--- config.mk ---
export PLATFORM = sky130hd
export DESIGN_NAME = boxCollision
export DESIGN_NICKNAME = d
export VERILOG_FILES = /design/src/rtl/geometryPkg.sv /design/src/rtl/boxCollision.sv
export SDC_FILE = /design/constraint.sdc
export NUM_CORES = 1
export LEC_CHECK = 0
export BUFFER_PORTS_ARGS = -buffer_cell sky130_fd_sc_hd__buf_2
export CELL_PAD_IN_SITES_DETAIL_PLACEMENT = 1
export CELL_PAD_IN_SITES_GLOBAL_PLACEMENT = 1
export CORE_MARGIN = 4
export CORE_UTILIZATION = 39
export DETAILED_ROUTE_END_ITERATION = 8
export PLACE_DENSITY_LB_ADDON = 0.25
export SYNTH_ARGS = -nofsm -noshare
export SYNTH_HDL_FRONTEND = slang
export SYNTH_SLANG_ARGS = --single-unit
export TNS_END_PERCENT = 30
--- constraint.sdc ---
create_clock -name vclk -period 7.75
set_input_delay 1.9375 -clock vclk [all_inputs]
set_output_delay 1.9375 -clock vclk [all_outputs]
set_load 0.03 [all_outputs]
--- src/rtl/geometryPkg.sv ---
package geometryPkg;

	// One axis value or size, wraps at 16 bits
	typedef logic [15:0] coordT;

	// X in the upper half, Y in the lower half
	typedef logic [31:0] pointT;

	typedef enum logic [1:0] {
		dirLeft,
		dirRight,
		dirUp,
		dirDown
	} boxDirT;

	localparam int numBoxes = 4;

	function automatic coordT pointX(pointT p);
		return p[31:16];
	endfunction

	function automatic coordT pointY(pointT p);
		return p[15:0];
	endfunction

	function automatic pointT makePoint(coordT x, coordT y);
		return {x, y};
	endfunction

endpackage

--- src/rtl/boxCollision.sv ---
`timescale 1ns/10ps

module boxCollision (
	input geometryPkg::pointT boxPos,
	input geometryPkg::pointT boxSize,
	input geometryPkg::pointT targetPos,
	input geometryPkg::pointT targetSize,
	output logic hit
);
	import geometryPkg::*;

	coordT boxX;
	coordT boxY;
	coordT boxEndX;
	coordT boxEndY;
	coordT targetX;
	coordT targetY;
	coordT targetEndX;
	coordT targetEndY;
	logic overlapX;
	logic overlapY;

	assign boxX = pointX(boxPos);
	assign boxY = pointY(boxPos);
	assign targetX = pointX(targetPos);
	assign targetY = pointY(targetPos);

	// Far edges wrap like the coordinates
	assign boxEndX = boxX + pointX(boxSize);
	assign boxEndY = boxY + pointY(boxSize);
	assign targetEndX = targetX + pointX(targetSize);
	assign targetEndY = targetY + pointY(targetSize);

	assign overlapX = (boxX < targetEndX) && (targetX < boxEndX);
	assign overlapY = (boxY < targetEndY) && (targetY < boxEndY);
	assign hit = overlapX && overlapY;

endmodule

# After elaboration in Yosys (flattened, before gate mapping)
# Cells that the tools add are included.
# classes
add_sub_neg,4
order_cmp,4
n_reduce_logical,3
# op_table
op,count
16-bit adder,4
16-bit < comparator,4
1-bit logical AND,3
# totals
ff_bits,0
in_bits,128
out_inout_bits,1
wordCells,11

# Longest topological paths before layout
# logic_depth
ltp_word,4
mapped_depth,15
ltp_nobuf,15

# Worst setup path after synthesis
# No wires, ideal clock.
# synth_path
path_kind,input to output
from,in targetPos[0]
to,out hit
t_arrival_ns,5.729
t_required_ns,5.812
slack_ns,0.083
stages,15
n_path_buf,0
cell_sequence,ha_1 -> fa_1 -> a21oi_1 -> o2111ai_1 -> a41oi_1 -> o31ai_1 -> a21oi_1 -> xor2_1 -> ha_1 -> nand4_1 -> nand3_1 -> a41oi_1 -> nand4_4 -> a2111o_1 -> nor4_1
# synth_between
elab_chain_cells,4
elab_cells_between_ends,5
classes_between,add/sub: 1; order compare: 2; reduce/logical: 2
# synth_rtl
element,line,text
from (decl),boxCollision.sv:6,"input geometryPkg::pointT targetPos,"
16-bit adder,boxCollision.sv:32,assign targetEndY = targetY + pointY(targetSize);
16-bit < comparator,boxCollision.sv:35,assign overlapY = (boxY < targetEndY) && (targetY < boxEndY);
1-bit logical AND *,boxCollision.sv:35,
1-bit logical AND *,boxCollision.sv:36,assign hit = overlapX && overlapY;
to (decl),boxCollision.sv:8,output logic hit
# Mark *: on every way between the ends. The rest lies on a longest branch, timed or not.

# Worst setup path in the final report
# layout_path
from,in boxPos[0]
to,out hit
# layout_between
elab_chain_cells,4
elab_cells_between_ends,5
classes_between,add/sub: 1; order compare: 2; reduce/logical: 2
# layout_rtl
element,line,text
from (decl),boxCollision.sv:4,"input geometryPkg::pointT boxPos,"
16-bit adder,boxCollision.sv:30,assign boxEndY = boxY + pointY(boxSize);
16-bit < comparator,boxCollision.sv:35,
1-bit logical AND *,boxCollision.sv:35,
1-bit logical AND *,boxCollision.sv:36,
# Marked as above.

==> out/qor.yml <==
final_cell_mix: "buf_2 (128), ha_1 (120), a21oi_1 (52), xor2_1 (36), o21ai_0 (28)"
synth_area_leaders: "ha_1 (38%), xor2_1 (8.0%), a21oi_1 (6.8%)"
synthAdderAreaFrac: 0.4036
layout.cells.non_filler: 756
overflow: 0
place_hpwl_mm: 11.59
yosys.area.top_type: "ha_1"
p_per_area_nw_per_um2: 97.26
fin_crit_ns: 7.505
die-area_sq_um: 11720
min_path_type: "input port to primary output"
holdWs_ns: 4.586
synth-compound-area-share: 0.3014
seqCellArea_sq_um: 0
num_antenna_cells: 0
synth_top_family_by_area: "adder cells"
layout_setup_ws_ns: 0.2453
grt_pass1_vias: 4521
fmax_mhz: 133.3
drt_pre_antenna_iters: 4
p_leak_nw: 2.397
yosys_warnings: 0
cts_setup_buffers: 0
clkbuf_count: 0
wl_met3_um: 486
placed_area_sq_um: 4738
top_layer: "met4"
hold_viol: 0
drive_gt1_frac: 0.2295
ioPinCount: 129
nets: 877
synth_nets: 745
dr.first_iter.drc_count: 107
crit_type: "input port to primary output"
synthDominantCellAreaShare: 0.3831
post_drt_wl_per_cell_um: 16.79
tightest_slew_ns: 0.4344
fin_setup_tns_ns: 0
path_max_fanout: 3
peakVddDrop_uv: 31.14
gp_routability_congestion: 0.8398
required_ns: 5.81
fp.coreArea_sq_um: 9774
grt_max_degree: 8
total_power_uw: 464.7
rows: 36
wl_met2_mm: 6.487
seq_area_frac_synth: 0
drtAntennaViolNets: 0
nFlopsAndLatches: 0
slew_headroom: 0.7029
wl_mm: 12.70
startpoint_type: "input port"
slew_violations: 0
finalCritPeriodShare: 0.9683
syn_avg_cell_area_sq_um: 7.949
end_kind: "primary output"
yosys.area_share.simple: 0.1549
final_area_sq_um: 4778
fin_util: 0.4889
status: "finished, final reports clean"
areaGrowthSynthToFinish_pct: 21.93
route.detailed.drc: 0
synth-xor-area-share: 0.1296
final_common_cell: "buf_2"
setup_violations: 0
synth_mux_area_frac: 0
die_h_um: 108.2
avgViaCountPerCell: 5.677
antenna_found_initial: 0
nFillCells: 1283
syn_area_sq_um: 3919
dr_total_vias: 4292
max-cap-violations: 0
wl_met1_mm: 5.613
io_buffer_count: 129
synth_cell_types: 48
postSynthCellCount: 493
grt_pass1_wl_mm: 20.68
pre_cts_slack_ns: 0.02177
placed_cells: 756
cp.arrival_ns: 5.57
start_util: 0.4009
track_usage: 0.2105
die_x_um: 108.2
-- area by class of cell --
class	instances	area (sq um)	share of cell area
inverters	11	41.29	0.008641
multi-input cells	482	3915	0.8193
well taps	133	166.4	0.03483
repair buffers	130	655.6	0.1372
-- what timing repair did --
action,4_1_cts,5_1_grt
endpoints found under the setup margin,0,1
resized for setup,0,9
hold buffers,0,0
-- report_power, final --
| group | total, mW | switching (mW) | internal [mW] |
|---|---|---|---|
| logic | 0.465 | 0.255 | 0.209 |
| registers | 0 | 0 | 0 |
| clock network | 0 | 0 | 0 |
-- logic make-up (layout without fill, tap and decap cells) --
| kind of cell | count (synthesis) | after routing |
|---|---|---|
| buf+inv | 11 | 141 |
| xor+xnor | 58 | 58 |
| compound gates | 182 | 182 |
| fa+ha+maj | 124 | 124 |
| simple gates | 118 | 118 |
-- path summary, 6_finish.rpt --
check                          from  endpoint  slack, ns  cells after the start
worst min-delay path  targetPos[27]       hit       4.59                      6
worst max-delay path      boxPos[0]       hit       0.25                     16
-- synthesized netlist by cell type, types with 10 or more instances --
cell and count:
a21o_1 24, ha_1 120, o21ai_0 29, a211oi_1 14, nand2_1 27, nand4_1 15
xnor2_1 22, a21oi_1 53, inv_1 11, nor2_1 27, xor2_1 36, o211ai_1 10
-- worst max-delay path: stages --
cell,delay (ns)
buf_2,0.10
ha_1,0.23
fa_1,0.44
a211o_1,0.29
a21oi_1,0.29
o21a_1,0.22
o21ai_0,0.10
a21oi_1,0.22
xor2_1,0.19
ha_1,0.26
nor2b_1,0.13
o21ai_1,0.20
nand4_4,0.10
a2111o_1,0.31
nor4_2,0.32
buf_4,0.22
-- metal layers --
metal,global-route usage,vias to the layer above
li1,-,2191
met5,0,-
met4,0.01623,0
met2,0.4179,96
met3,0.01015,8
met1,0.2573,1997
(Power assumes the default switching activity.)
