**config.mk**
```make
export PLATFORM = sky130hd
export DESIGN_NAME = attackTimer
export DESIGN_NICKNAME = d
export VERILOG_FILES = /design/src/rtl/attackPkg.sv /design/src/rtl/attackTimer.sv
export SDC_FILE = /design/constraint.sdc
export NUM_CORES = 1
export LEC_CHECK = 0
export ABC_AREA = 0
export BUFFER_PORTS_ARGS = -buffer_cell sky130_fd_sc_hd__buf_2
export CAP_MARGIN = 0
export CORE_AREA = 3 3 40 42
export CTS_CLUSTER_SIZE = 8
export DETAILED_ROUTE_END_ITERATION = 6
export DIE_AREA = 0 0 43 45
export GPL_TIMING_DRIVEN = 1
export SLEW_MARGIN = 10
export SYNTH_ARGS = -nofsm -noshare
export SYNTH_HDL_FRONTEND = slang
export SYNTH_SLANG_ARGS = --single-unit
```
**constraint.sdc**
```tcl
create_clock -name clock -period 4.7 [get_ports clock]
set_input_delay 0.235 -clock clock [delete_from_list [all_inputs] [get_ports clock]]
set_output_delay 0.235 -clock clock [all_outputs]
set_load 0.01 [all_outputs]
```
**src/rtl/attackPkg.sv**
```systemverilog
package attackPkg;

	typedef logic [31:0] controlT;
	typedef logic [31:0] attackWordT;

	// Controller word layout
	localparam int smashLeftBit = 23;
	localparam int smashRightBit = 22;
	localparam int smashUpBit = 21;
	localparam int smashDownBit = 20;
	localparam int jabBit = 16;
	localparam int specialBit = 17;
	localparam int facingBit = 26;
	localparam int stickXHigh = 15;
	localparam int stickXLow = 13;
	localparam int stickYHigh = 7;
	localparam int stickYLow = 5;

	// Enum order is also the decode priority
	typedef enum logic [3:0] {
		atkNone,
		smashLeft,
		smashRight,
		smashUp,
		smashDown,
		jabLeft,
		jabRight,
		specialNeutralLeft,
		specialNeutralRight,
		specialLeft,
		specialRight,
		specialUp,
		specialDown
	} attackKindT;

	// Status word layout, bits 31..12 stay zero
	localparam int wordHitFlag = 0;
	localparam int wordSmashUp = 1;
	localparam int wordSmashDown = 2;
	localparam int wordSmashLeft = 3;
	localparam int wordSmashRight = 4;
	localparam int wordJab = 5;
	localparam int wordSpecialUp = 6;
	localparam int wordSpecialDown = 7;
	localparam int wordSpecialLeft = 8;
	localparam int wordSpecialRight = 9;
	localparam int wordSpecialNeutral = 10;
	localparam int wordAnyActive = 11;

	// Knockback vectors as packed X/Y pairs
	localparam logic [31:0] kbUp = 32'h0000_0800;
	localparam logic [31:0] kbDown = 32'h0000_F7FE;
	localparam logic [31:0] kbLeft = 32'hF7FE_00A0;
	localparam logic [31:0] kbRight = 32'h0800_00A0;
	localparam logic [31:0] kbJabLeft = 32'hFFBE_0010;
	localparam logic [31:0] kbJabRight = 32'h0040_0010;
	localparam logic [31:0] kbSpecialNeutralLeft = 32'hFBFE_0080;
	localparam logic [31:0] kbSpecialNeutralRight = 32'h0400_0080;

	localparam logic [31:0] moveSpecialUp = 32'h0000_0010;

endpackage

```
**src/rtl/attackTimer.sv**
```systemverilog
`timescale 1ns/10ps

module attackTimer #(
	parameter int smashFrames = 6,
	parameter int jabFrames = 3,
	parameter int specialFrames = 8
) (
	input logic clock,
	input logic arstN,
	input logic frameTaken,
	input attackPkg::attackKindT requestKind,
	output attackPkg::attackKindT activeKind
);
	import attackPkg::*;

	localparam int longFrames = (smashFrames > specialFrames) ? smashFrames : specialFrames;
	localparam int maxFrames = (longFrames > jabFrames) ? longFrames : jabFrames;
	localparam int countW = $clog2(maxFrames + 1);

	typedef logic [countW-1:0] countT;

	typedef enum logic {
		stateIdle,
		stateActive
	} stateT;

	stateT state;
	countT remaining;
	logic attackDone;

	function automatic int durationOf(attackKindT kind);
		case (kind)
			smashLeft, smashRight, smashUp, smashDown: return smashFrames;
			jabLeft, jabRight: return jabFrames;
			default: return specialFrames;
		endcase
	endfunction

	// Last frame of an attack also frees the timer for the next frame
	assign attackDone = (state == stateIdle) || (remaining == '0);

	always_ff @(posedge clock or negedge arstN) begin
		if (!arstN) begin
			state <= stateIdle;
			remaining <= '0;
			activeKind <= atkNone;
		end else if (frameTaken) begin
			if (attackDone) begin
				if (requestKind != atkNone) begin
					state <= stateActive;
					remaining <= countT'(durationOf(requestKind) - 1);
					activeKind <= requestKind;
				end else begin
					state <= stateIdle;
					remaining <= '0;
					activeKind <= atkNone;
				end
			end else begin
				// Requests are ignored here
				remaining <= remaining - 1'b1;
			end
		end
	end

	assert property (@(posedge clock) disable iff (!arstN)
		remaining < countT'(maxFrames));

endmodule

```
== Yosys cells after proc, flatten, opt, wreduce, memory -nomap -nowiden ==
Index checks and enable logic that the tools add are counted.

* Register bits: 9
* Input port bits: 7
* Word-level logic and storage cells: 26

* Equal/unequal tests: 6
* $add $sub $neg: 2
* Reductions and logical operators: 6
* Bitwise operators: 1
* Muxes and demuxes: 8

{| class="wikitable"
|+ Operators by type and width
! kind !! count
|-
| 2-to-1 mux 4 bit || 6
|-
| equality test 4 x 3 -> 1 bit (second input constant) || 3
|-
| equality test 4 x 2 -> 1 bit (second input constant) || 2
|-
| case mux 4 bit (2 select lines) || 1
|-
| equality test 4 x 1 -> 1 bit (second input constant) || 1
|-
| logical NOT 4 bit || 1
|-
| nonzero test 4 bit || 1
|-
| OR reduction 4 bit || 1
|-
| subtractor 4 x 1 -> 4 bit (second input constant) || 1
|-
| subtractor 4 x 2 -> 4 bit (second input constant) || 1
|-
| AND reduction 2 bit || 1
|-
| OR reduction 2 bit || 1
|-
| logical OR 1 bit || 1
|-
| 2-to-1 mux 1 bit || 1
|-
| inverter 1 bit || 1
|}

== Logic depth before layout (Yosys ltp) ==
* Depth in word-level cells: 9
* Mapped depth: 5

== Worst setup path after synthesis ==
OpenSTA, ideal clock, no wires.

* Path kind: register to register
* Start point: reg remaining[0]
* End point: reg remaining[1]
* Period minus slack after synthesis: 1.481 ns
* Data arrival time: 1.350 ns
* Required time: 4.568 ns
* Buffers on the path: 0
* Library setup time: 0.132 ns
* Cell stages (with the launch flop): 6
* Slack: 3.219 ns
* Cells stage by stage: dfrtp_1 -> inv_1 -> ha_1 -> or3b_4 -> a221oi_2 -> o22ai_1

* Longest elaborated chain between the ends: 3

{| class="wikitable"
|+ Ends and longest elaborated chain
! element !! RTL line !! source
|-
| start: declaration || attackTimer.sv:28 || <nowiki>countT remaining;</nowiki>
|-
| start signal: assignment || attackTimer.sv:51 || <nowiki>remaining <= countT'(durationOf(requestKind) - 1);</nowiki>
|-
| start signal: assignment || attackTimer.sv:60 || <nowiki>remaining <= remaining - 1'b1;</nowiki>
|-
| branches (longest 2 deep; another with subtractor 4 x 1 -> 4 bit) || n/a ||
|-
| 2-to-1 mux 4 bit * || attackTimer.sv:48 || <nowiki>if (attackDone) begin</nowiki>
|}

Every way passes the cells marked *.
A chain may end at the register's enable or synchronous reset.

== Worst setup path in the final report ==
Ends and elaborated chain as after synthesis.

==> impl_metrics.yaml <==
clocking:
  cts_buffer_depth: 2
  cts_tree: "done"
  cts_num_sinks: 9
  clk_latency_ps: 260
  cts_root_buf: "clkbuf_4"
  clkTransAtPathRegs_ps: 70
  h-tree-depth: 1
  numCtsBuffers: 3
pwr:
  sw_frac_of_total_pct: 34.3
  p_comb_share_pct: 41.6
  ir_worst_vdd_mv: 0.301
  p_switching_uw: 114
  clock_power_share_pct: 17.9
  p_per_area_nw_per_um2: 572
  internal-power_uw: 219
  p_leak_nw: 0.262
  power_uw: 333
  pwr-share-seq_pct: 40.5
worst_hold_path:
  holdPathEnd: "activeKind[0]$_DFFE_PN0P_"
  min-delay-start: "requestKind[0]"
  hp-class: "input pin to flip-flop"
  holdPathStages: 2
synthesis:
  yosysSeqAreaShare_pct: 46.9
  ys_types: 24
  yosys.area.top_type: "dfrtp_1"
  synth_top_area_share_pct: 46.9
  post-synth-top-count-cell: "dfrtp_1"
  synth_ff_type: "dfrtp_1"
  ys.warnings.count: 0
  synth_area_um2: 480
  synth_area_leaders: "dfrtp_1 47%, mux2_2 9.4%, o221ai_1 3.6%, o21ai_0 3.1%, a221oi_2 3.1%"
  synthCells: 44
  synth_edf_count: 0
  syn_area_per_cell_um2: 10.9
  synthTopCellsByCount: "9 x dfrtp_1, 4 x inv_1, 4 x mux2_2"
  synth_nets: 52
  ys_ff_latch: 9
  async_flop_share_pct: 100
global_routing:
  grt_pass1_vias: 350
  grt_pass1_wl_um: 1550
  grt_max_degree: 12
  grt-ovfl-total: 0
  grt_util_met1_pct: 15.3
  met2_usage_pct: 16.2
  top_usage_layer: "met2"
  track_usage_pct: 10.8
  antenna_found_initial: 0
  met3_usage_pct: 2.79
detailed_routing:
  drt-initial-drc-count: 7
  via_per_inst: 5.14
  wl_um: 893
  postRouteAntennaNets: 0
  routedWlPerCell_um: 12.2
  first_pass_iters: 4
  vias: 375
  drcViolationCount: 0
floorplan:
  dieArea_um2: 1940
  start_util_pct: 37.4
  fp-row-count: 13
  die_y_um: 45
  core_area_um2: 1280
  ios: 11
  die_x_um: 43
timing:
  final_hold_viol_count: 0
  max_slew_margin_pct: 79.1
  rsz0062_at_grt: "no"
  slew_viol_final: 0
  setup_viol: 0
  tightest_slew_ps: 313
  min_period_ps: 1590
  max_freq_mhz: 627
  post-route-period-util_pct: 33.9
  setup_tns_ps: 0
  skew_ps: 11.5
place:
  globalplace.congestion: 0.789
  portBuffers: 10
  dp_hpwl_um: 667
  post_dp_cell_area_um2: 546
setup_path:
  crit_arrival_ps: 1720
  cp_slowest_cell: "or3b_4"
  max_stage_delay_ps: 410
  crit_path_end_kind: "flip-flop"
  crit_buf_inv: 1
  r2r_start: "remaining[0]$_DFFE_PN0P_"
  r2r_cells: 5
  worstSetupStartpointType: "flip-flop"
  worstPathRequired_ps: 4820
  cp_max_fo: 4
  path_delay_family: "simple AND/OR/NAND/NOR gates"
  r2r_slack_ps: 3110
  cp-startpoint: "remaining[0]$_DFFE_PN0P_"
  path_class: "flip-flop to flip-flop"
  path_cells: "inv_1 -> ha_1 -> or3b_4 -> a221oi_2 -> o22ai_1"
  r2r-end: "remaining[1]$_DFFE_PN0P_"
job:
  maxCapViolCount: 0
outcome:
  status: "finished clean"
cells_and_area:
  syn2layout_area_growth_pct: 21.1
  design_area_um2: 582
  fill_cells: 135
  drive_above_1_share_pct: 37.9
  n_antenna_cell: 0
  nets: 67
[area by class of cell]
| class | count | area (µm²) | share of cell area (%) |
|---|---|---|---|
| Inverter | 4 | 15.0 | 2.58 |
| Multi-Input combinational cell | 30 | 236 | 40.6 |
| Sequential cell | 9 | 225 | 38.7 |
| Timing Repair Buffer | 11 | 60.1 | 10.3 |
| Clock buffer | 4 | 26.3 | 4.52 |
| Tap cell | 15 | 18.8 | 3.23 |
[worst max-delay path by stage]
stage	end	cells after the start
5_1_grt	remaining[1]$_DFFE_PN0P_	5
6_report	remaining[1]$_DFFE_PN0P_	5
4_1_cts	remaining[1]$_DFFE_PN0P_	5
3_3_place_gp	remaining[1]$_DFFE_PN0P_	5
3_5_place_dp	remaining[1]$_DFFE_PN0P_	5
2_1_floorplan	remaining[1]$_DFFE_PN0P_	5
[flip-flops by register name, indices dropped and copies added, names as in the netlist]
signal and cells:
remaining 4, state 1, activeKind 4
[routing by layer]
| metal | part of all wire, % | vias up | wire [µm] |
|---|---|---|---|
| met5 | 0 | - | 0 |
| met4 | 1.3 | 0 | 12 |
| met3 | 7.3 | 2 | 65 |
| met2 | 41 | 13 | 368 |
| met1 | 50 | 168 | 447 |
| li1 | - | 192 | - |
[cell usage in the layout (no fill, tap or decap), types with 2 or more instances in the layout]
cell	count
buf_2	10
dfrtp_1	9
inv_1	4
mux2_2	4
o21ai_0	3
clkbuf_4	3
nor3_1	2
nand2_1	2
nand3b_1	2
o221ai_1	2
[power by group through the flow]
stage | Sequential [mW] | Clock (mW) | Combinational [mW]
after floorplan | 0.141 | 0 | 0.0918
after global placement | 0.137 | 0 | 0.140
after detailed placement | 0.136 | 0 | 0.138
after CTS | 0.136 | 0.0612 | 0.140
after global routing | 0.142 | 0.0641 | 0.157
final | 0.135 | 0.0596 | 0.138
[kinds of logic (layout without fill, tap and decap cells)]
group                      after synthesis  after routing  synth area share [%]
xor gates and xnor gates                 1              1                  1.82
adders and majority gates                1              1                  2.60
and+or+nand+nor                         12             12                  15.6
AOI/OAI and AO/OA                       12             12                  19.8
buffers and inverters                    5             19                  3.90
DFF                                      9              9                  46.9
muxes                                    4              4                  9.37
[metrics by stage]
step / util, % / cells / hold slack (ps) / setup WS, ps
after floorplan: - / 44 / -60.6 / 3220
after global placement: 42.5 / 68 / 99.4 / 3110
after detailed placement: 42.5 / 68 / 99.2 / 3120
after CTS: 45.3 / 73 / 251 / 3110
after global routing: 45.3 / 73 / 268 / 3030
final: 45.3 / 73 / 257 / 3110
[what timing repair did]
action | CTS | global route
setup buffers | 0 | 0
endpoints found under the hold margin | 9 | 0
resized for setup | 0 | 0
endpoints found under the setup margin | 0 | 0
hold buffers | 1 | 0
Power figures use the tool's default switching activity.
