==> src/rtl/attackPkg.sv <==
package attackPkg;

	typedef logic [31:0] controlT;
	typedef logic [31:0] attackWordT;

	// Controller word layout
	localparam int smashLeftBit = 23;
	localparam int smashRightBit = 22;
	localparam int smashUpBit = 21;
	localparam int smashDownBit = 20;
	localparam int jabBit = 16;
	localparam int specialBit = 17;
	localparam int facingBit = 26;
	localparam int stickXHigh = 15;
	localparam int stickXLow = 13;
	localparam int stickYHigh = 7;
	localparam int stickYLow = 5;

	// Enum order is also the decode priority
	typedef enum logic [3:0] {
		atkNone,
		smashLeft,
		smashRight,
		smashUp,
		smashDown,
		jabLeft,
		jabRight,
		specialNeutralLeft,
		specialNeutralRight,
		specialLeft,
		specialRight,
		specialUp,
		specialDown
	} attackKindT;

	// Status word layout, bits 31..12 stay zero
	localparam int wordHitFlag = 0;
	localparam int wordSmashUp = 1;
	localparam int wordSmashDown = 2;
	localparam int wordSmashLeft = 3;
	localparam int wordSmashRight = 4;
	localparam int wordJab = 5;
	localparam int wordSpecialUp = 6;
	localparam int wordSpecialDown = 7;
	localparam int wordSpecialLeft = 8;
	localparam int wordSpecialRight = 9;
	localparam int wordSpecialNeutral = 10;
	localparam int wordAnyActive = 11;

	// Knockback vectors as packed X/Y pairs
	localparam logic [31:0] kbUp = 32'h0000_0800;
	localparam logic [31:0] kbDown = 32'h0000_F7FE;
	localparam logic [31:0] kbLeft = 32'hF7FE_00A0;
	localparam logic [31:0] kbRight = 32'h0800_00A0;
	localparam logic [31:0] kbJabLeft = 32'hFFBE_0010;
	localparam logic [31:0] kbJabRight = 32'h0040_0010;
	localparam logic [31:0] kbSpecialNeutralLeft = 32'hFBFE_0080;
	localparam logic [31:0] kbSpecialNeutralRight = 32'h0400_0080;

	localparam logic [31:0] moveSpecialUp = 32'h0000_0010;

endpackage

==> src/rtl/geometryPkg.sv <==
package geometryPkg;

	// One axis value or size, wraps at 16 bits
	typedef logic [15:0] coordT;

	// X in the upper half, Y in the lower half
	typedef logic [31:0] pointT;

	typedef enum logic [1:0] {
		dirLeft,
		dirRight,
		dirUp,
		dirDown
	} boxDirT;

	localparam int numBoxes = 4;

	function automatic coordT pointX(pointT p);
		return p[31:16];
	endfunction

	function automatic coordT pointY(pointT p);
		return p[15:0];
	endfunction

	function automatic pointT makePoint(coordT x, coordT y);
		return {x, y};
	endfunction

endpackage

==> src/rtl/strikeResolver.sv <==
`timescale 1ns/10ps

module strikeResolver (
	input logic clock,
	input logic arstN,
	input logic boxValid,
	output logic boxReady,
	input logic [geometryPkg::numBoxes-1:0] hit,
	input attackPkg::attackKindT activeKind,
	output logic resultValid,
	input logic resultReady,
	output attackPkg::attackWordT attack,
	output geometryPkg::pointT knockback,
	output geometryPkg::pointT movement
);
	import geometryPkg::*;
	import attackPkg::*;

	boxDirT dir;
	logic boxTaken;
	attackWordT nextAttack;
	pointT nextKnock;
	pointT nextMove;

	// Hitbox that each kind swings through
	always_comb begin
		case (activeKind)
			smashLeft, jabLeft, specialNeutralLeft, specialLeft: dir = dirLeft;
			smashRight, jabRight, specialNeutralRight, specialRight: dir = dirRight;
			smashUp, specialUp: dir = dirUp;
			default: dir = dirDown;
		endcase
	end

	always_comb begin
		nextAttack = '0;
		nextAttack[wordAnyActive] = activeKind != atkNone;
		nextAttack[wordHitFlag] = nextAttack[wordAnyActive] && hit[dir];
		nextAttack[wordSmashUp] = activeKind == smashUp;
		nextAttack[wordSmashDown] = activeKind == smashDown;
		nextAttack[wordSmashLeft] = activeKind == smashLeft;
		nextAttack[wordSmashRight] = activeKind == smashRight;
		nextAttack[wordJab] = activeKind inside {jabLeft, jabRight};
		nextAttack[wordSpecialUp] = activeKind == specialUp;
		nextAttack[wordSpecialDown] = activeKind == specialDown;
		nextAttack[wordSpecialLeft] = activeKind == specialLeft;
		nextAttack[wordSpecialRight] = activeKind == specialRight;
		nextAttack[wordSpecialNeutral] =
			activeKind inside {specialNeutralLeft, specialNeutralRight};
	end

	always_comb begin
		case (activeKind)
			smashUp, specialUp: nextKnock = kbUp;
			smashDown, specialDown: nextKnock = kbDown;
			smashLeft, specialLeft: nextKnock = kbLeft;
			smashRight, specialRight: nextKnock = kbRight;
			jabLeft: nextKnock = kbJabLeft;
			jabRight: nextKnock = kbJabRight;
			specialNeutralLeft: nextKnock = kbSpecialNeutralLeft;
			specialNeutralRight: nextKnock = kbSpecialNeutralRight;
			default: nextKnock = '0;
		endcase
	end

	// Only the up special moves the attacker
	assign nextMove = (activeKind == specialUp) ? moveSpecialUp : '0;

	assign boxReady = !resultValid || resultReady;
	assign boxTaken = boxValid && boxReady;

	always_ff @(posedge clock or negedge arstN) begin
		if (!arstN) begin
			resultValid <= 1'b0;
			attack <= '0;
			knockback <= '0;
			movement <= '0;
		end else if (boxTaken) begin
			resultValid <= 1'b1;
			attack <= nextAttack;
			knockback <= nextKnock;
			movement <= nextMove;
		end else if (resultReady) begin
			resultValid <= 1'b0;
		end
	end

	assert property (@(posedge clock) disable iff (!arstN)
		resultValid && !resultReady |=> resultValid && $stable(attack)
			&& $stable(knockback) && $stable(movement));

endmodule

==> config.mk <==
export PLATFORM = sky130hd
export DESIGN_NAME = strikeResolver
export DESIGN_NICKNAME = d
export VERILOG_FILES = /design/src/rtl/attackPkg.sv /design/src/rtl/geometryPkg.sv /design/src/rtl/strikeResolver.sv
export SDC_FILE = /design/constraint.sdc
export NUM_CORES = 1
export LEC_CHECK = 0
export BUFFER_PORTS_ARGS = -buffer_cell sky130_fd_sc_hd__buf_2
export CELL_PAD_IN_SITES_DETAIL_PLACEMENT = 0
export CELL_PAD_IN_SITES_GLOBAL_PLACEMENT = 1
export CORE_MARGIN = 4
export CORE_UTILIZATION = 29
export CTS_CLUSTER_DIAMETER = 30
export DETAILED_ROUTE_END_ITERATION = 16
export PLACE_DENSITY = 0.86
export SLEW_MARGIN = 20
export SYNTH_ARGS = -nofsm -noshare
export SYNTH_HDL_FRONTEND = slang
export SYNTH_SLANG_ARGS = --single-unit
==> constraint.sdc <==
create_clock -name clock -period 1.6 [get_ports clock]
set_clock_uncertainty 0.1 [all_clocks]
set_input_delay 0.32 -clock clock [delete_from_list [all_inputs] [get_ports clock]]
set_output_delay 0.32 -clock clock [all_outputs]
set_load 0.005 [all_outputs]
# Yosys cells after proc, flatten, opt, wreduce, memory -nomap -nowiden
# Memory sizes are Yosys's and may differ from the RTL's. A register that Yosys moved wholly into a read port is not among the register bits.
# Index checks and enable logic that the tools add are counted.
[word_totals] word_cells=33 input_bits=12 regBits=77 out_inout_bits=98 mem_count=2 rom_bits=512
[memory_table] memory="(no name shown)" words=16 word_bits=30 rd=1 rd_clocked_by_memory_dff=1 write_ports=0 line_no="strikeResolver.sv:53" text="case (activeKind)"
[memory_table] memory="(no name shown)" words=16 word_bits=2 rd=1 rd_clocked_by_memory_dff=0 write_ports=0 line_no="strikeResolver.sv:27" text="case (activeKind)"
[op_classes] mux=5 n_reduce_logical=9 order_cmp=1 eq_ne=12
[ops] op="4-bit equality test (second input constant)" n=5
[ops] op="4-bit by 3-bit equality test with 1-bit output (second input constant)" n=4
[ops] op="4-bit by 2-bit equality test with 1-bit output (second input constant)" n=2
[ops] op="2-bit nonzero test" n=3
[ops] op="5-bit 2-to-1 mux" n=1
[ops] op="4-bit by 1-bit equality test with 1-bit output (second input constant)" n=1
[ops] op="4-bit nonzero test" n=1
[ops] op="2-bit by 3-bit < comparator with 1-bit output (second input constant)" n=1
[ops] op="1-bit 2-to-1 mux" n=3
[ops] op="1-bit binary-select mux with 2-bit select" n=1
[ops] op="1-bit logical AND" n=2
[ops] op="1-bit zero test" n=2
[ops] op="1-bit logical OR" n=1

# Depth between registers and ports, before layout
[logic_depth] depth_word=4 ltp_mapped=6 depth_no_buf=6

# Worst setup path after synthesis
# Ideal clock, no wire load.
[synth_timing] kind="input to register" from="input port activeKind[0]" to="register attack[0]" path_stages=6 setup_time_ps=121 setup_slack_ps=-398 arrival_time_ps=1777 path_buffers=0 t_required_ps=1379 path_cell_list="inv_1 > ha_1 > nor2b_2 > o31ai_2 > mux4_2 > a22o_1"
[synth_between] elab_chain_len=4 elab_cells_between_ends=5 classes_between="mux (2); reduce/logical (2); memory (1)"
[synth_lines] item="start: declaration" line_no="strikeResolver.sv:9" text="input attackPkg::attackKindT activeKind,"
[synth_lines] item="memory 16 x 2 bit"
[synth_lines] item="1-bit binary-select mux with 2-bit select" line_no="strikeResolver.sv:38" text="nextAttack[wordHitFlag] = nextAttack[wordAnyActive] && hit[dir];"
[synth_lines] item="1-bit 2-to-1 mux (implied by the code)" line_no="strikeResolver.sv:38"
[synth_lines] item="1-bit logical AND (*)" line_no="strikeResolver.sv:38"
[synth_lines] item="end signal: assignment" line_no="strikeResolver.sv:80" text="attack <= nextAttack;"
[synth_lines] item="end: declaration" line_no="strikeResolver.sv:12" text="output attackPkg::attackWordT attack,"
# Mark *: on every way between the ends. The rest lies on a longest branch, timed or not. The select of a mux whose other input is x is not followed.
# A chain may end at the register's enable or synchronous reset.

# Worst setup path after layout
# Ends and elaborated chain as after synthesis.

==> summary.txt <==
Outcome -> finished, violations left
Failing checks -> negative setup slack
CTS H-tree lvls -> 1
Clock power frac -> 0.336
Post-detailed-route wirelength per cell -> 10.0 um
Worst r2r dst -> attack[0]
Gpl congestion -> 0.757
Worst EP required -> 1.65 ns
Drc violations -> 0
GRT overflow -> 0
Initial Util -> 0.301
Routed WL -> 3160 um
Final-layout fill cell count -> 610
Crit-path max FO -> 2
#FFs+latches synth -> 22
Worst reg-to-reg setup slack -> 0.26 ns
Initial antenna violation count -> 0
Post-synthesis simple-gate area fraction -> 0.120
YS warnings -> 0
Max Cap Viol -> 0
Switch Pwr -> 400 uW
Synth Area per Inst -> 8.65 um^2
Sw Share -> 0.265
CP Launch Point -> activeKind[0]
Predominant post-synthesis flop cell -> dfrtp_1
Total Die Area -> 0.00707 mm^2
PnR worst setup slack -> -0.0736 ns
RSZ-0062 raised after global routing -> true
Core area -> 0.00557 mm^2
Post-synth top area cell -> buf_4
Fmax -> 598 MHz
Peak supply drop -> 0.000316 V
HPWL Detailed -> 2690 um
Layout cell share with drive strength beyond 1 -> 0.357
DR vias -> 1182
Seq pwr share -> 0.423
# IOs -> 110
I/O Buffers -> 56
Syn-to-layout area delta -> 14.2%
Reg2Reg Depth -> 4
Fraction of synthesis flops using an asynchronous set or reset pin -> 1.00
Count of cell types in the netlist -> 29
Clock slew seen by the registers of the worst setup and hold paths -> 0.08 ns
DRT Pass-1 Iters -> 4
XOR/XNOR Fraction of Synth Area -> 0.00522
Row Count -> 27
Tmin final -> 1.67 ns
Syn Inst Count -> 194
Final Hold Violating Endpoints -> 0
Post-DRT Antenna Nets -> 0
Synth cell count leaders -> buf_4, nand2_1, dfrtp_1, o21ai_0
Post-Place Setup Slack -> -0.493 ns
Compound-Gate Fraction of Synth Area -> 0.115
Largest family of logic cells by synthesized area -> buffers and inverters
Crit share post-route -> 1.05
Startpoint Class -> input pin
Crit path capture -> attack[0]
Multiplexer share of the synthesized area -> 0.0194
CTS tree -> yes
Internal power -> 1110 uW
CTS Root Cell -> clkbuf_8
Post-synthesis adder-cell area fraction -> 0.0447
Pwr Density -> 789 mW/mm^2
CTS Sinks -> 22
Post-synth top area share -> 0.336
Setup_tns -> -0.0736 ns
Global Route Usage Sum -> 0.0836
N_diodes -> 0
Vias per inst -> 3.74
Crit Path Category -> in -> reg
Clk_lat worst skew -> 0.26 ns
Crit end category -> flop
Netlist Area Pre-Place -> 0.00168 mm^2
Die width -> 84.1 um
Sequential-to-total area share from yosys stat -> 0.328
Setup violators final -> 1
Synth area leaders -> buf_4, dfrtp_1, nand2_1
First-pass GRT wire length -> 4860 um
Min-delay worst type -> in -> reg
Maximum number of pins on one net before global-route repair -> 23
Final Max Tran Viols -> 0
Logic gate share of total power -> 0.240
Number of synthesized flops with an enable pin -> 0
Most numerous cell in the Yosys netlist -> buf_4
Number of DRC markers in iteration 0 -> 58
Reg-to-reg critical path startpoint -> resultValid
Inserted Clock Buffers -> 3
Crit path DAT -> 1.72 ns
Area occupied by multi-input gates -> 727 um^2
Vias in the first global route -> 1008
Nets@finish -> 263
LEAKAGE -> 0.00107 uW
DIE HEIGHT -> 84.1 um
Storage element area -> 551 um^2
Post-layout util -> 0.344
Clock buffer depth -> 2
[stage by stage]
stage | std cells | hold WS (ns) | total power [uW] | instance area, um^2
floorplan | 246 | -0.0756 | 984 | 1910
global placement | 309 | 0.203 | 1000 | 1800
detailed placement | 309 | 0.213 | 1010 | 1800
CTS | 316 | 0.164 | 1530 | 1920
global route | 316 | 0.167 | 1610 | 1920
finish | 316 | 0.168 | 1510 | 1920
[layout make-up]
cell class | count | share of cell area
multi-input cells | 140 | 0.379
flip-flops and latches | 22 | 0.287
repair buffers | 76 | 0.237
well taps | 72 | 0.0470
clock buffers | 3 | 0.0216
clock inverters | 1 | 0.0157
inverters | 2 | 0.0118
[what timing repair did]
item / 4_1_cts / 5_1_grt
buffers inserted: 2 / 0
pin swaps: 3 / 0
hold buffers: 1 / 0
gates resized for setup: 5 / 0
hold endpoints to repair: 22 / 0
setup endpoints to repair: 1 / 1
[power groups by stage]
stage                     clock (uW)  combinational (uW)  sequential (uW)
after floorplan                    0                 329              655
after global placement             0                 352              650
after detailed placement           0                 357              653
after CTS                        519                 369              642
after global routing             546                 410              650
final                            508                 363              640
[worst min-delay path by stage]
stage / start / end / slack (ns) / cells after the start
5_1_grt: boxValid / resultValid / 0.17 / 2
4_1_cts: boxValid / resultValid / 0.16 / 2
6_report: boxValid / resultValid / 0.17 / 2
3_5_place_dp: arstN / attack[8] / 0.21 / 1
3_3_place_gp: arstN / attack[3] / 0.20 / 1
2_1_floorplan: arstN / attack[0] / -0.08 / 0
[critical path, cell delays in order]
cell and delay, ns:
buf_6 0.10, inv_4 0.05, ha_4 0.20, nor2b_4 0.13, o31ai_2 0.20, mux4_2 0.52, a22o_1 0.21
[state kept, by name, indices dropped and copies added (netlist names)]
register / flops
attack: 12
knockback: 9
resultValid: 1
[placed cells by master, fill, tap and decap left out, types with 2 or more instances in the layout]
cell,n
buf_2,54
conb_1,53
nand2_1,31
o21ai_0,22
dfrtp_1,22
buf_4,19
a21oi_1,6
ha_1,5
nand2b_1,3
nor2b_1,3
clkbuf_8,3
nor2_1,2
nor2b_4,2
[metal layers]
| metal | vias to the layer above | wire length, um | track usage |
|---|---|---|---|
| met5 | - | 0 | 0 |
| met4 | 0 | 34 | 0.0351 |
| met3 | 2 | 347 | 0.0207 |
| met2 | 58 | 1570 | 0.139 |
| met1 | 528 | 1210 | 0.102 |
| li1 | 594 | - | - |
[logic make-up after synthesis]
logic type               count (synthesis)
flip-flops                              22
other                                    1
buffers and inverters                   84
AO/OA/AOI/OAI                           34
adder cells (fa/ha/maj)                  6
multiplexers                             2
AND/OR/NAND/NOR                         44
XOR/XNOR                                 1
(Power assumes the default switching activity.)
