## src/rtl/geometryPkg.sv

```systemverilog
package geometryPkg;

	// One axis value or size, wraps at 16 bits
	typedef logic [15:0] coordT;

	// X in the upper half, Y in the lower half
	typedef logic [31:0] pointT;

	typedef enum logic [1:0] {
		dirLeft,
		dirRight,
		dirUp,
		dirDown
	} boxDirT;

	localparam int numBoxes = 4;

	function automatic coordT pointX(pointT p);
		return p[31:16];
	endfunction

	function automatic coordT pointY(pointT p);
		return p[15:0];
	endfunction

	function automatic pointT makePoint(coordT x, coordT y);
		return {x, y};
	endfunction

endpackage

```

## src/rtl/hitboxGenerator.sv

```systemverilog
`timescale 1ns/10ps

module hitboxGenerator (
	input logic clock,
	input logic arstN,
	input logic frameValid,
	output logic frameReady,
	input geometryPkg::pointT char1Pos,
	input geometryPkg::pointT char1Size,
	input geometryPkg::pointT char2Pos,
	input geometryPkg::pointT char2Size,
	output logic frameTaken,
	output logic boxValid,
	input logic boxReady,
	output geometryPkg::pointT hitPos [geometryPkg::numBoxes],
	output geometryPkg::pointT hitSize,
	output geometryPkg::pointT targetPos,
	output geometryPkg::pointT targetSize
);
	import geometryPkg::*;

	coordT x;
	coordT y;
	coordT width;
	coordT height;
	coordT halfW;
	coordT halfH;
	pointT nextPos [numBoxes];

	assign x = pointX(char1Pos);
	assign y = pointY(char1Pos);
	assign width = pointX(char1Size);
	assign height = pointY(char1Size);
	assign halfW = width >> 1;
	assign halfH = height >> 1;

	always_comb begin
		nextPos[dirLeft] = makePoint(x - halfW, y + (halfH >> 1));
		nextPos[dirRight] = makePoint(x + width, y + (halfH >> 1));
		nextPos[dirUp] = makePoint(x + (halfW >> 1), y + height);
		nextPos[dirDown] = makePoint(x + (halfW >> 1), y - (halfH >> 1));
	end

	assign frameReady = !boxValid || boxReady;
	assign frameTaken = frameValid && frameReady;

	always_ff @(posedge clock or negedge arstN) begin
		if (!arstN) begin
			boxValid <= 1'b0;
		end else if (frameTaken) begin
			boxValid <= 1'b1;
		end else if (boxReady) begin
			boxValid <= 1'b0;
		end
	end

	always_ff @(posedge clock) begin
		if (frameTaken) begin
			hitPos <= nextPos;
			hitSize <= makePoint(halfW, halfH);
			targetPos <= char2Pos;
			targetSize <= char2Size;
		end
	end

	// Boxes held while the resolver stalls
	assert property (@(posedge clock) disable iff (!arstN)
		boxValid && !boxReady |=> boxValid && $stable(hitPos[dirLeft])
			&& $stable(hitPos[dirRight]) && $stable(hitPos[dirUp])
			&& $stable(hitPos[dirDown]) && $stable(hitSize)
			&& $stable(targetPos) && $stable(targetSize));

endmodule

```

## config.mk

```make
export PLATFORM = sky130hd
export DESIGN_NAME = hitboxGenerator
export DESIGN_NICKNAME = d
export VERILOG_FILES = /design/src/rtl/geometryPkg.sv /design/src/rtl/hitboxGenerator.sv
export SDC_FILE = /design/constraint.sdc
export NUM_CORES = 1
export LEC_CHECK = 0
export ABC_CLOCK_PERIOD_IN_PS = 11490
export BUFFER_PORTS_ARGS = -buffer_cell sky130_fd_sc_hd__buf_2
export CAP_MARGIN = 40
export CORE_MARGIN = 4
export CORE_UTILIZATION = 38
export CTS_CLUSTER_SIZE = 30
export DETAILED_ROUTE_END_ITERATION = 12
export HOLD_SLACK_MARGIN = 0.05
export PLACE_DENSITY = 0.66
export SYNTH_ARGS = -nofsm -noshare
export SYNTH_HDL_FRONTEND = slang
export SYNTH_SLANG_ARGS = --single-unit
export TNS_END_PERCENT = 10
```

## constraint.sdc

```tcl
create_clock -name clock -period 11.49 [get_ports clock]
set_input_delay 3.447 -clock clock [delete_from_list [all_inputs] [get_ports clock]]
set_output_delay 3.447 -clock clock [all_outputs]
set_load 0.03 [all_outputs]
```

### Word-level counts from Yosys, hierarchy flattened

Index checks and enable logic that the tools add are counted.

* add/subtract/negate cells: 6
* reductions and logical operators: 4
* muxes and demuxes: 2

Operators with widths (number)
* adder 16 x 14 -> 16 bit: 2
* adder 16 bit: 2
* subtractor 16 x 14 -> 16 bit: 1
* subtractor 16 x 15 -> 16 bit: 1
* two-way mux 1 bit: 2
* nonzero test 2 bit: 1
* logical AND 1 bit: 1
* zero test 1 bit: 1
* logical OR 1 bit: 1

* flip-flop bits (word level): 223
* output and inout bits: 227
* logic and storage cells: 20
* input bits: 132

### Logic depth before layout (Yosys ltp)

Gate-level depths: netlist (run 1).

* word-level depth: 4
* gate-level depth with buffers: 9
* depth with buffers taken out: 9

### Least setup slack after synthesis (run 1)

Ideal clock, no wire load.

* path type: input to output
* from: in boxReady
* to: out frameTaken
* path buffers: 0
* stages: 2
* arrival time: 8.331 ns
* required time: 8.043 ns
* setup slack: -0.288 ns
* cell sequence: nand2b_1 -> and2_1

* longest elaborated chain between the ends: 2

RTL lines
* from (decl): line hitboxGenerator.sv:14 `input logic boxReady,`
* logical OR 1 bit: line hitboxGenerator.sv:44 `assign frameReady = !boxValid || boxReady;`
* logical AND 1 bit: line hitboxGenerator.sv:45 `assign frameTaken = frameValid && frameReady;`
* to (decl): line hitboxGenerator.sv:12 `output logic frameTaken,`

Every way passes these cells.

### Worst setup path in the final report (run 1)

Same ends and word-level chain as after synthesis.

==> impl_summary.txt, run 1 <==
----------------------------------------------------
[Status]
  Status ... completed

[Detailed routing]
  Via count normalized by instance count ... 5.05
  DRC violation count after routing ... 0
  Detailed-router iteration count before antenna repair ... 5
  Final wirelength ... 26000 um
  First-iteration detailed-routing DRC count ... roughly 370
  Number of routed nets with antenna violations ... 0
  Via count ... roughly 7600
  DR WL/cell ... 17.3 um

[CTS]
  Cts bufs inserted ... 17
  Root Buffer Master ... clkbuf_16
  CTS tree ... done
  Count of clock tree sinks ... 190
  Clock transition at the registers of the reported paths ... 0.08 ns
  Clk Latency, worst-skew pair ... 0.42 ns
  Total setup buffers inserted after CTS ... 0
  Depth of the CTS H-tree ... 4
  Resized cells post-CTS ... 0
  Max Buffers Root-to-Sink ... 2
  CTS hold repair buffers ... 0

[Synthesis]
  Number of synthesized register bits ... 190
  Largest area contributor in the netlist ... edfxtp_1
  Number of synthesis warnings ... 0
  Average footprint of a synthesized cell ... roughly 13 sq um
  Count of flip-flops with a built-in enable after synthesis ... approximately 190
  Fraction of synthesized cell area taken by the top area cell type ... 0.553
  Area of the mapped netlist ... 10300 sq um
  Main synth FF type ... edfxtp_1
  Most used standard cell by instance count after synthesis ... edfxtp_1
  Number of library cell types mapped by synthesis ... 69
  Share of the yosys chip area belonging to registers ... 0.555
  Async set or reset register ratio after synthesis ... 0.00526
  Most numerous cell types in the synthesized netlist ... edfxtp_1 (189), ha_1 (87), a21oi_1 (58), inv_1 (53), xnor2_1 (48)
  Cell count after synthesis ... around 800
  Area contributors post-synth ... edfxtp_1 (55%), ha_1 (11%), xnor2_1 (4.1%), a21oi_1 (2.8%), buf_4 (2.6%)

[Worst hold path]
  WHS Endpoint ... boxValid
  Worst Hold Class ... flop to flop
  Worst hold path startpoint ... boxValid
  Hold Crit Depth ... 2

[Global routing]
  Initial antenna violation count ... 1
  Combined global-route utilization of all metal layers ... 0.166
  Global-route wire length before repair ... 38800 um
  Total overflow reported by the global router ... 0
  Largest net degree at the start of global routing ... 69
  Number of global-route vias before repair ... 7391

[STA]
  Rel. slew slack ... 0.553
  Period utilization ... 0.675
  Worst hold slack after final layout ... between 0.5 and 0.6 ns
  Slew at the pin closest to its max-slew limit ... between 0.6 and 0.7 ns
  Number of failing hold endpoints at the final stage ... 0
  Worst Clk Skew ... roughly 0.015 ns
  Crit path time final ... approximately 7.8 ns
  Total setup violations reported at the end of the flow ... 0
  Final Slew Violations ... 0
  RSZ-0062 raised after global routing ... false
  Total negative slack for setup checks ... 0 ns
  Highest Clock Rate ... approximately 130 MHz

[Layout]
  Share of final-layout standard cells stronger than drive strength 1 ... 0.348
  Antenna fix cells ... 0
  Final net count ... 1380
  Area added between synthesis and finish ... 24.6%

[Floorplan]
  IO Pins ... 359
  Die height ... 172 um
  Effective utilization at floorplan ... 0.390
  Width of the die ... 172 um
  Area enclosed by the die boundary ... 29700 sq um
  Core Area ... 26400 sq um
  Number of rows created at floorplan ... 59

[Critical path]
  Critical path launch point type ... input port
  Largest driver fanout on the critical path ... 25
  R2r setup slk ... ~9.0 ns
  Critical Path AT ... 4.31 ns
  Worst R2R End ... targetSize[23]
  FF-to-FF Start ... boxValid
  Data required, critical path ... about 8.0 ns
  Number of cells on the worst reg-to-reg path ... 4
  Crit. End Element ... output pin
  Critical path type ... input port to output pin

[Placement]
  Buffers on Ports ... ~360
  Sum of net half-perimeters after detailed placement ... a little over 20000 um
  Final Wtd Congestion ... 0.893

[Power]
  Power density over cell area ... 153 nW/um^2
  Worst supply voltage drop on vdd ... 75.7 uV
  Cell leakage power ... 5.61 nW

[Flow run]
  Count of max-cap constraint violations ... 0

----------------------------------------------------
## where the power goes
group	switching [W]	internal, W
sequential	0.0000162	0.000842
clock	0.000295	0.000297
combinational	0.000336	0.000166
## per-stage QoR
stage	instances	worst slack, ns	power [W]	instance area, sq um	utilization
2_1_floorplan	822	1.80	0.00124	10300	-
4_1_cts	1503	3.70	0.00198	12800	0.485
3_3_place_gp	1470	3.72	0.00137	12200	0.462
3_5_place_dp	1471	3.70	0.00138	12200	0.463
5_1_grt	1503	3.65	0.00205	12800	0.485
6_report	1503	3.73	0.00195	12800	0.485
## registers in the layout (all words and copies together), names as in the netlist
name,count
hitPos,95
targetPos,32
targetSize,32
hitSize,30
boxValid,1
## final cells by class
type / count / area (sq um)
clock inverter: 14 / 146
multi-input combinational: 531 / 4050
tap: 335 / 419
inverter: 55 / 206
timing repair buffer: 360 / 1830
fill: 2389 / 13600
sequential: 190 / 5700
clock buffer: 18 / 439
## cells by family after synthesis
group / Yosys count / share of synthesized area
muxes: 3 / 0.00305
buffers and inverters: 101 / 0.0508
DFF: 190 / 0.555
adders and majority gates: 93 / 0.118
other: 1 / 0.000365
AOI/OAI and AO/OA: 204 / 0.133
and+or+nand+nor: 159 / 0.0796
xor gates and xnor gates: 70 / 0.0597
## worst max path at each step
stage                   from         end  slack (ns)  cells past startpoint
floorplan           boxReady  frameTaken        1.80                      2
global placement    boxReady  frameTaken        3.72                      4
detailed placement  boxReady  frameTaken        3.70                      4
CTS                 boxReady  frameTaken        3.70                      4
global route        boxReady  frameTaken        3.65                      4
finish              boxReady  frameTaken        3.73                      4
## cells in the final DEF, fill, tap and decap left out, drive strengths merged, types with 7 or more instances in the layout
master / synthesis / layout
inv: 55 / 62
a21oi: 59 / 59
o21ai: 34 / 34
ha: 87 / 87
nand2: 27 / 27
a21o: 27 / 27
o21a: 7 / 7
a31oi: 10 / 10
a211oi: 12 / 12
buf: 41 / 360
and3: 11 / 11
edfxtp: 189 / 189
nor3: 18 / 18
o31ai: 7 / 7
clkbuf: 5 / 18
xor2: 22 / 22
nor2: 46 / 46
nor2b: 9 / 9
xnor2: 48 / 48
nand2b: 12 / 12
## critical path, stage by stage
cell      delay [ns]
buf_2           0.07
nand2b_1        0.13
and2_4          0.38
buf_2           0.27
## routing by layer
metal | vias up | global-route usage | part of all wire
met5 | - | 0 | 0.00046
met4 | 2 | 0.0513 | 0.021
met3 | 37 | 0.0386 | 0.061
met2 | 256 | 0.294 | 0.50
met1 | 3581 | 0.201 | 0.42
li1 | 3716 | - | -
No activity file was read; power rests on OpenSTA's default activity.
==> inputs of run 2 (changes only) <==
ABC_CLOCK_PERIOD_IN_PS = 6400   (was 11490)
clock period = 6.4 ns   (was 11.49 ns; I/O delays follow)
==> impl_summary.txt, run 2 (synthesized netlist as in run 1, its figures left out) <==
----------------------------------------------------
[Placement]
  Final Wtd Congestion ... 0.892 (-0.16%)
  Sum of net half-perimeters after detailed placement ... 20500 um (-0.14%)
  Buffers on Ports ... 356 (unchanged)

[Flow run]
  Count of max-cap constraint violations ... 0 (unchanged)

[Floorplan]
  IO Pins ... 359 (unchanged)
  Area enclosed by the die boundary ... 29700 sq um (unchanged)
  Effective utilization at floorplan ... 0.390 (unchanged)
  Die height ... 172 um (unchanged)
  Core Area ... 26400 sq um (unchanged)
  Width of the die ... 172 um (unchanged)
  Number of rows created at floorplan ... 59 (unchanged)

[Critical path]
  Library cell appearing most often on the critical path ... buf_2
  Cell with the largest stage delay on the worst path ... and2_4
  Critical path launch point type ... input port
  Critical path type ... input port to output pin
  Number of cells on the worst reg-to-reg path ... 4 (unchanged)
  Cell-by-cell trace of the critical path ... buf_2, nand2b_1, and2_4, buf_2
  Crit. End Element ... output pin
  Critical Path AT ... 2.51 ns (-1.80 ns)
  Data required, critical path ... 4.48 ns (-3.56 ns)
  Largest driver fanout on the critical path ... 3 (-88%)
  Biggest cell delay along the critical path ... 0.17 ns (-0.21 ns)
  FF-to-FF Start ... boxValid
  Critical Path Source ... boxReady

[Layout]
  Commonest non-fill, non-tap cell in the layout ... buf_2
  Largest Register ... hitPos
  Final net count ... 1380 (unchanged)
  Leading registers by flop count ... hitPos x95, targetPos x32, targetSize x32
  Area added between synthesis and finish ... 24.7% (about the same)
  Antenna fix cells ... 0 (unchanged)
  Share of final-layout standard cells stronger than drive strength 1 ... 0.348 (unchanged)
  Most used cells in the layout excluding fill and tap cells ... buf_2 (356), edfxtp_1 (189), ha_1 (87)
  Flip-flop count of the largest register, all copies and words added ... 95 (unchanged)

[Detailed routing]
  DR WL/cell ... 17.4 um (+0.57%)
  Number of routed nets with antenna violations ... 0 (unchanged)
  Via count ... 7622 (+0.40%)
  Met2 Routed Length ... 13400 um (+3.1%)
  First-iteration detailed-routing DRC count ... 483 (+30%)
  Via count normalized by instance count ... 5.07 (+0.40%)
  Highest Signal Layer ... met4
  Wl on met1 ... 10400 um (-3.4%)
  WL met3 ... 1820 um (+15%)
  Detailed-router iteration count before antenna repair ... 5 (unchanged)
  Final wirelength ... 26100 um (+0.57%)
  DRC violation count after routing ... 0 (unchanged)

[STA]
  Slew at the pin closest to its max-slew limit ... 0.810 ns (+0.148 ns)
  Number of failing hold endpoints at the final stage ... 0 (unchanged)
  Final Slew Violations ... 0 (unchanged)
  Rel. slew slack ... 0.460 (-0.0926)
  Total setup violations reported at the end of the flow ... 0 (unchanged)
  Period utilization ... 0.692
  RSZ-0062 raised after global routing ... false
  Worst Clk Skew ... 0.0131 ns (-0.00174 ns)
  Total negative slack for setup checks ... 0 ns (unchanged)
  Crit path time final ... 4.43 ns
  Highest Clock Rate ... 226 MHz

[Global routing]
  Largest net degree at the start of global routing ... 67 (-2.9%)
  Number of global-route vias before repair ... 7565 (+2.4%)
  Initial antenna violation count ... 0 (-1)
  Total overflow reported by the global router ... 0 (unchanged)
  Global-route wire length before repair ... 39200 um (+1.1%)
  Combined global-route utilization of all metal layers ... 0.168 (+0.00139)

[CTS]
  Clock transition at the registers of the reported paths ... 0.08 ns (about the same)
  Cts bufs inserted ... 17 (unchanged)
  Resized cells post-CTS ... 0 (unchanged)
  Depth of the CTS H-tree ... 4 (unchanged)
  Count of clock tree sinks ... 190 (unchanged)
  Clk Latency, worst-skew pair ... 0.43 ns (about the same)
  CTS hold repair buffers ... 0 (unchanged)
  Max Buffers Root-to-Sink ... 2 (unchanged)
  Total setup buffers inserted after CTS ... 0 (unchanged)
  Root Buffer Master ... clkbuf_16
  CTS tree ... done

[Power]
  Power density over cell area ... 274 nW/um^2 (+80%)
  Total Power ... 0.00351 W (+80%)
  Cell leakage power ... 5.61 nW (about the same)
  Worst supply voltage drop on vdd ... 130 uV (+71%)

[Worst hold path]
  Worst hold path startpoint ... boxValid
  Hold Crit Depth ... 2 (unchanged)
  Worst Hold Class ... flop to flop

[Status]
  Status ... completed

----------------------------------------------------
==> run 2: cell count changes in the layout (fill, tap and decap cells not counted) <==
cell,before,now
clkbuf_8,1,0
clkinv_8,3,4
clkinv_4,1,3
inv_8,4,5
clkinvlp_4,1,0
inv_6,3,1
==> run 2: where the power goes <==
| part | total, W | internal [W] | switching [W] |
|---|---|---|---|
| logic | 0.000902 | 0.000298 | 0.000604 |
| clock network | 0.00107 | 0.000527 | 0.000544 |
| registers | 0.00154 | 0.00151 | 0.0000293 |
| total | 0.00351 | 0.00234 | 0.00118 |
==> run 2: layout make-up <==
cell class              instances  area [sq um]
clock buffers                  17           425
repair buffers                360          1830
fillers                      2384         13600
flip-flops and latches        190          5700
multi-input cells             531          4050
well taps                     335           419
clock inverters                15           166
inverters                      55           206
==> run 2: per-stage QoR <==
step | setup slack, ns | hold WS, ns | instances | instance area, sq um | util
6_report | 1.97 | 0.538 | 1503 | 12800 | 0.486
5_1_grt | 1.95 | 0.571 | 1503 | 12800 | 0.486
4_1_cts | 1.97 | 0.543 | 1503 | 12800 | 0.486
3_5_place_dp | 1.97 | 0.523 | 1471 | 12200 | 0.463
3_3_place_gp | 1.98 | 0.519 | 1470 | 12200 | 0.462
2_1_floorplan | 0.759 | 0.932 | 822 | 10300 | -
==> run 2: path summary, 6_finish.rpt <==
check                                 end  slack, ns
min in group asynchronous        boxValid       1.24
setup / recovery               frameTaken       1.97
hold / removal                   boxValid       0.54
setup reg to reg           targetSize[22]       4.02
hold reg to reg                  boxValid       0.54
max in group asynchronous        boxValid       5.07
==> run 2: worst max-delay path: cells and delay by family <==
family / cells / cell delay (ns)
buffers and inverters: 2 / 0.26
AND/OR/NAND/NOR: 2 / 0.33
==> run 2: layer usage <==
| layer | vias up | GRT usage |
|---|---|---|
| li1 | 3713 | - |
| met1 | 3584 | 0.199 |
| met2 | 296 | 0.301 |
| met3 | 29 | 0.0407 |
| met4 | 0 | 0.0475 |
| met5 | - | 0 |
==> inputs of run 3 (changes only) <==
ABC_CLOCK_PERIOD_IN_PS = 4540   (was 6400)
PLACE_DENSITY = unset   (was 0.66)
clock period = 4.54 ns   (was 6.4 ns; I/O delays follow)
==> impl_summary.txt, run 3 (synthesized netlist as in run 1, its figures left out) <==
----------------------------------------------------
[Status]
  Status ... completed

[CTS]
  Root Buffer Master ... clkbuf_16
  CTS hold repair buffers ... 0 (unchanged)
  Clk Latency, worst-skew pair ... 0.43 ns (about the same)
  CTS tree ... done
  Resized cells post-CTS ... 0 (unchanged)
  Total setup buffers inserted after CTS ... 0 (unchanged)
  Depth of the CTS H-tree ... 4 (unchanged)
  Cts bufs inserted ... 17 (unchanged)
  Count of clock tree sinks ... 190 (unchanged)
  Max Buffers Root-to-Sink ... 2 (unchanged)
  Clock transition at the registers of the reported paths ... 0.08 ns (about the same)

[STA]
  Worst Clk Skew ... 0.0158 ns (+0.00263 ns)
  Rel. slew slack ... 0.648 (+0.188)
  Total negative slack for setup checks ... 0 ns (unchanged)
  Highest Clock Rate ... 280 MHz
  Crit path time final ... between 3 and 4 ns
  Slew at the pin closest to its max-slew limit ... 0.514 ns (-0.296 ns)
  Worst Setup Slack, final ... 0.967 ns (-1.01 ns)
  Total setup violations reported at the end of the flow ... 0 (unchanged)
  Period utilization ... 0.787
  Number of failing hold endpoints at the final stage ... 0 (unchanged)
  Final Slew Violations ... 0 (unchanged)
  RSZ-0062 raised after global routing ... false

[Floorplan]
  Area enclosed by the die boundary ... 29700 sq um (unchanged)
  Width of the die ... 172 um (unchanged)
  Number of rows created at floorplan ... 59 (unchanged)
  IO Pins ... 359 (unchanged)
  Die height ... 172 um (unchanged)
  Effective utilization at floorplan ... 0.390 (unchanged)
  Core Area ... 26400 sq um (unchanged)

[Power]
  Worst supply voltage drop on vdd ... 175 uV (+35%)
  Power density over cell area ... 387 nW/um^2 (+41%)
  Cell leakage power ... 5.61 nW (-0.11%)

[Global routing]
  Global-route wire length before repair ... 39300 um (+0.26%)
  Met3 Resource Use GR ... 0.0400 (-0.000686)
  Number of global-route vias before repair ... 7475 (-1.2%)
  Combined global-route utilization of all metal layers ... 0.170 (+0.00234)
  Largest net degree at the start of global routing ... 87 (+30%)
  GRT met1 Usage ... 0.204 (+0.00447)
  Initial antenna violation count ... 0 (unchanged)
  Most utilized layer in the global route result ... met2
  Total overflow reported by the global router ... 0 (unchanged)
  GR Util met2 ... 0.308 (+0.00626)

[Detailed routing]
  DR WL/cell ... 17.4 um (about the same)
  Via count normalized by instance count ... 5.02 (-1.0%)
  Detailed-router iteration count before antenna repair ... 6 (+1)
  Final wirelength ... 26100 um (about the same)
  Number of routed nets with antenna violations ... 0 (unchanged)
  First-iteration detailed-routing DRC count ... 498 (+3.1%)
  DRC violation count after routing ... 0 (unchanged)
  Via count ... 7538 (-1.1%)

[Critical path]
  Crit. End Element ... output pin
  Data required, critical path ... 3.18 ns (-1.30 ns)
  Critical path type ... input port to output pin
  Critical Path AT ... 2.21 ns (-0.30 ns)
  Largest driver fanout on the critical path ... 27 (+24)
  Critical path launch point type ... input port

[Placement]
  Sum of net half-perimeters after detailed placement ... 20700 um (+0.97%)
  Final Wtd Congestion ... 0.875 (-1.9%)
  Setup WS pre-CTS ... 0.862 ns (-1.11 ns)
  Buffers on Ports ... 356 (unchanged)

[Layout]
  Leading registers by flop count ... hitPos x95, targetPos x32, targetSize x32
  Filler cell count ... 2428 (+1.8%)
  Area added between synthesis and finish ... 24.7% (about the same)
  Commonest non-fill, non-tap cell in the layout ... buf_2
  Final net count ... 1379 (-0.072%)
  Most used cells in the layout excluding fill and tap cells ... buf_2 (356), edfxtp_1 (189), ha_1 (87)
  Antenna fix cells ... 0 (unchanged)
  Share of final-layout standard cells stronger than drive strength 1 ... 0.347 (-0.000559)
  Flip-flop count of the largest register, all copies and words added ... 95 (unchanged)
  Largest Register ... hitPos

[Flow run]
  Count of max-cap constraint violations ... 0 (unchanged)

[Worst hold path]
  Worst Hold Class ... flop to flop

----------------------------------------------------
## run 3: critical path, cell delays in order
cell and delay [ns]:
buf_2 0.07, nand2b_1 0.13, and2_4 0.38, buf_2 0.27
## run 3: area by class of cell
type	count	area, sq um	area share
clock buffers	17	425	0.0332
clock inverters	15	166	0.0130
inverters	55	206	0.0161
multi-input cells	531	4050	0.316
flip-flops and latches	190	5700	0.445
well taps	335	419	0.0327
repair buffers	359	1840	0.143
## run 3: worst paths after layout
check                               from  cells after the start  slack (ns)       endpoint
min in group asynchronous          arstN                      1        0.68       boxValid
worst max-delay path            boxReady                      4        0.97     frameTaken
worst min register to register  boxValid                      2        0.56       boxValid
max in group asynchronous          arstN                      1        3.78       boxValid
worst min-delay path            boxValid                      2        0.56       boxValid
worst max register to register  boxValid                      4        2.64  targetSize[4]
## run 3: metrics by stage
step	utilization	hold WS (ns)	power (W)	cell area, sq um	std cells
after floorplan	-	0.932	0.00313	10300	822
after global placement	0.462	0.504	0.00348	12200	1469
after detailed placement	0.463	0.529	0.00349	12200	1470
after CTS	0.486	0.556	0.00502	12800	1502
after global routing	0.486	0.647	0.00522	12800	1502
final	0.486	0.561	0.00495	12800	1502
## run 3: power by group
part           switching [W]  internal (W)
sequential         0.0000426       0.00213
combinational       0.000848      0.000422
clock               0.000767      0.000741
## run 3: metal layers
layer	vias to the layer above	routed length [um]	share of wire
met3	20	1830	0.070
met2	270	13700	0.52
met5	-	0	0
li1	3713	-	-
met4	0	273	0.010
met1	3535	10300	0.40
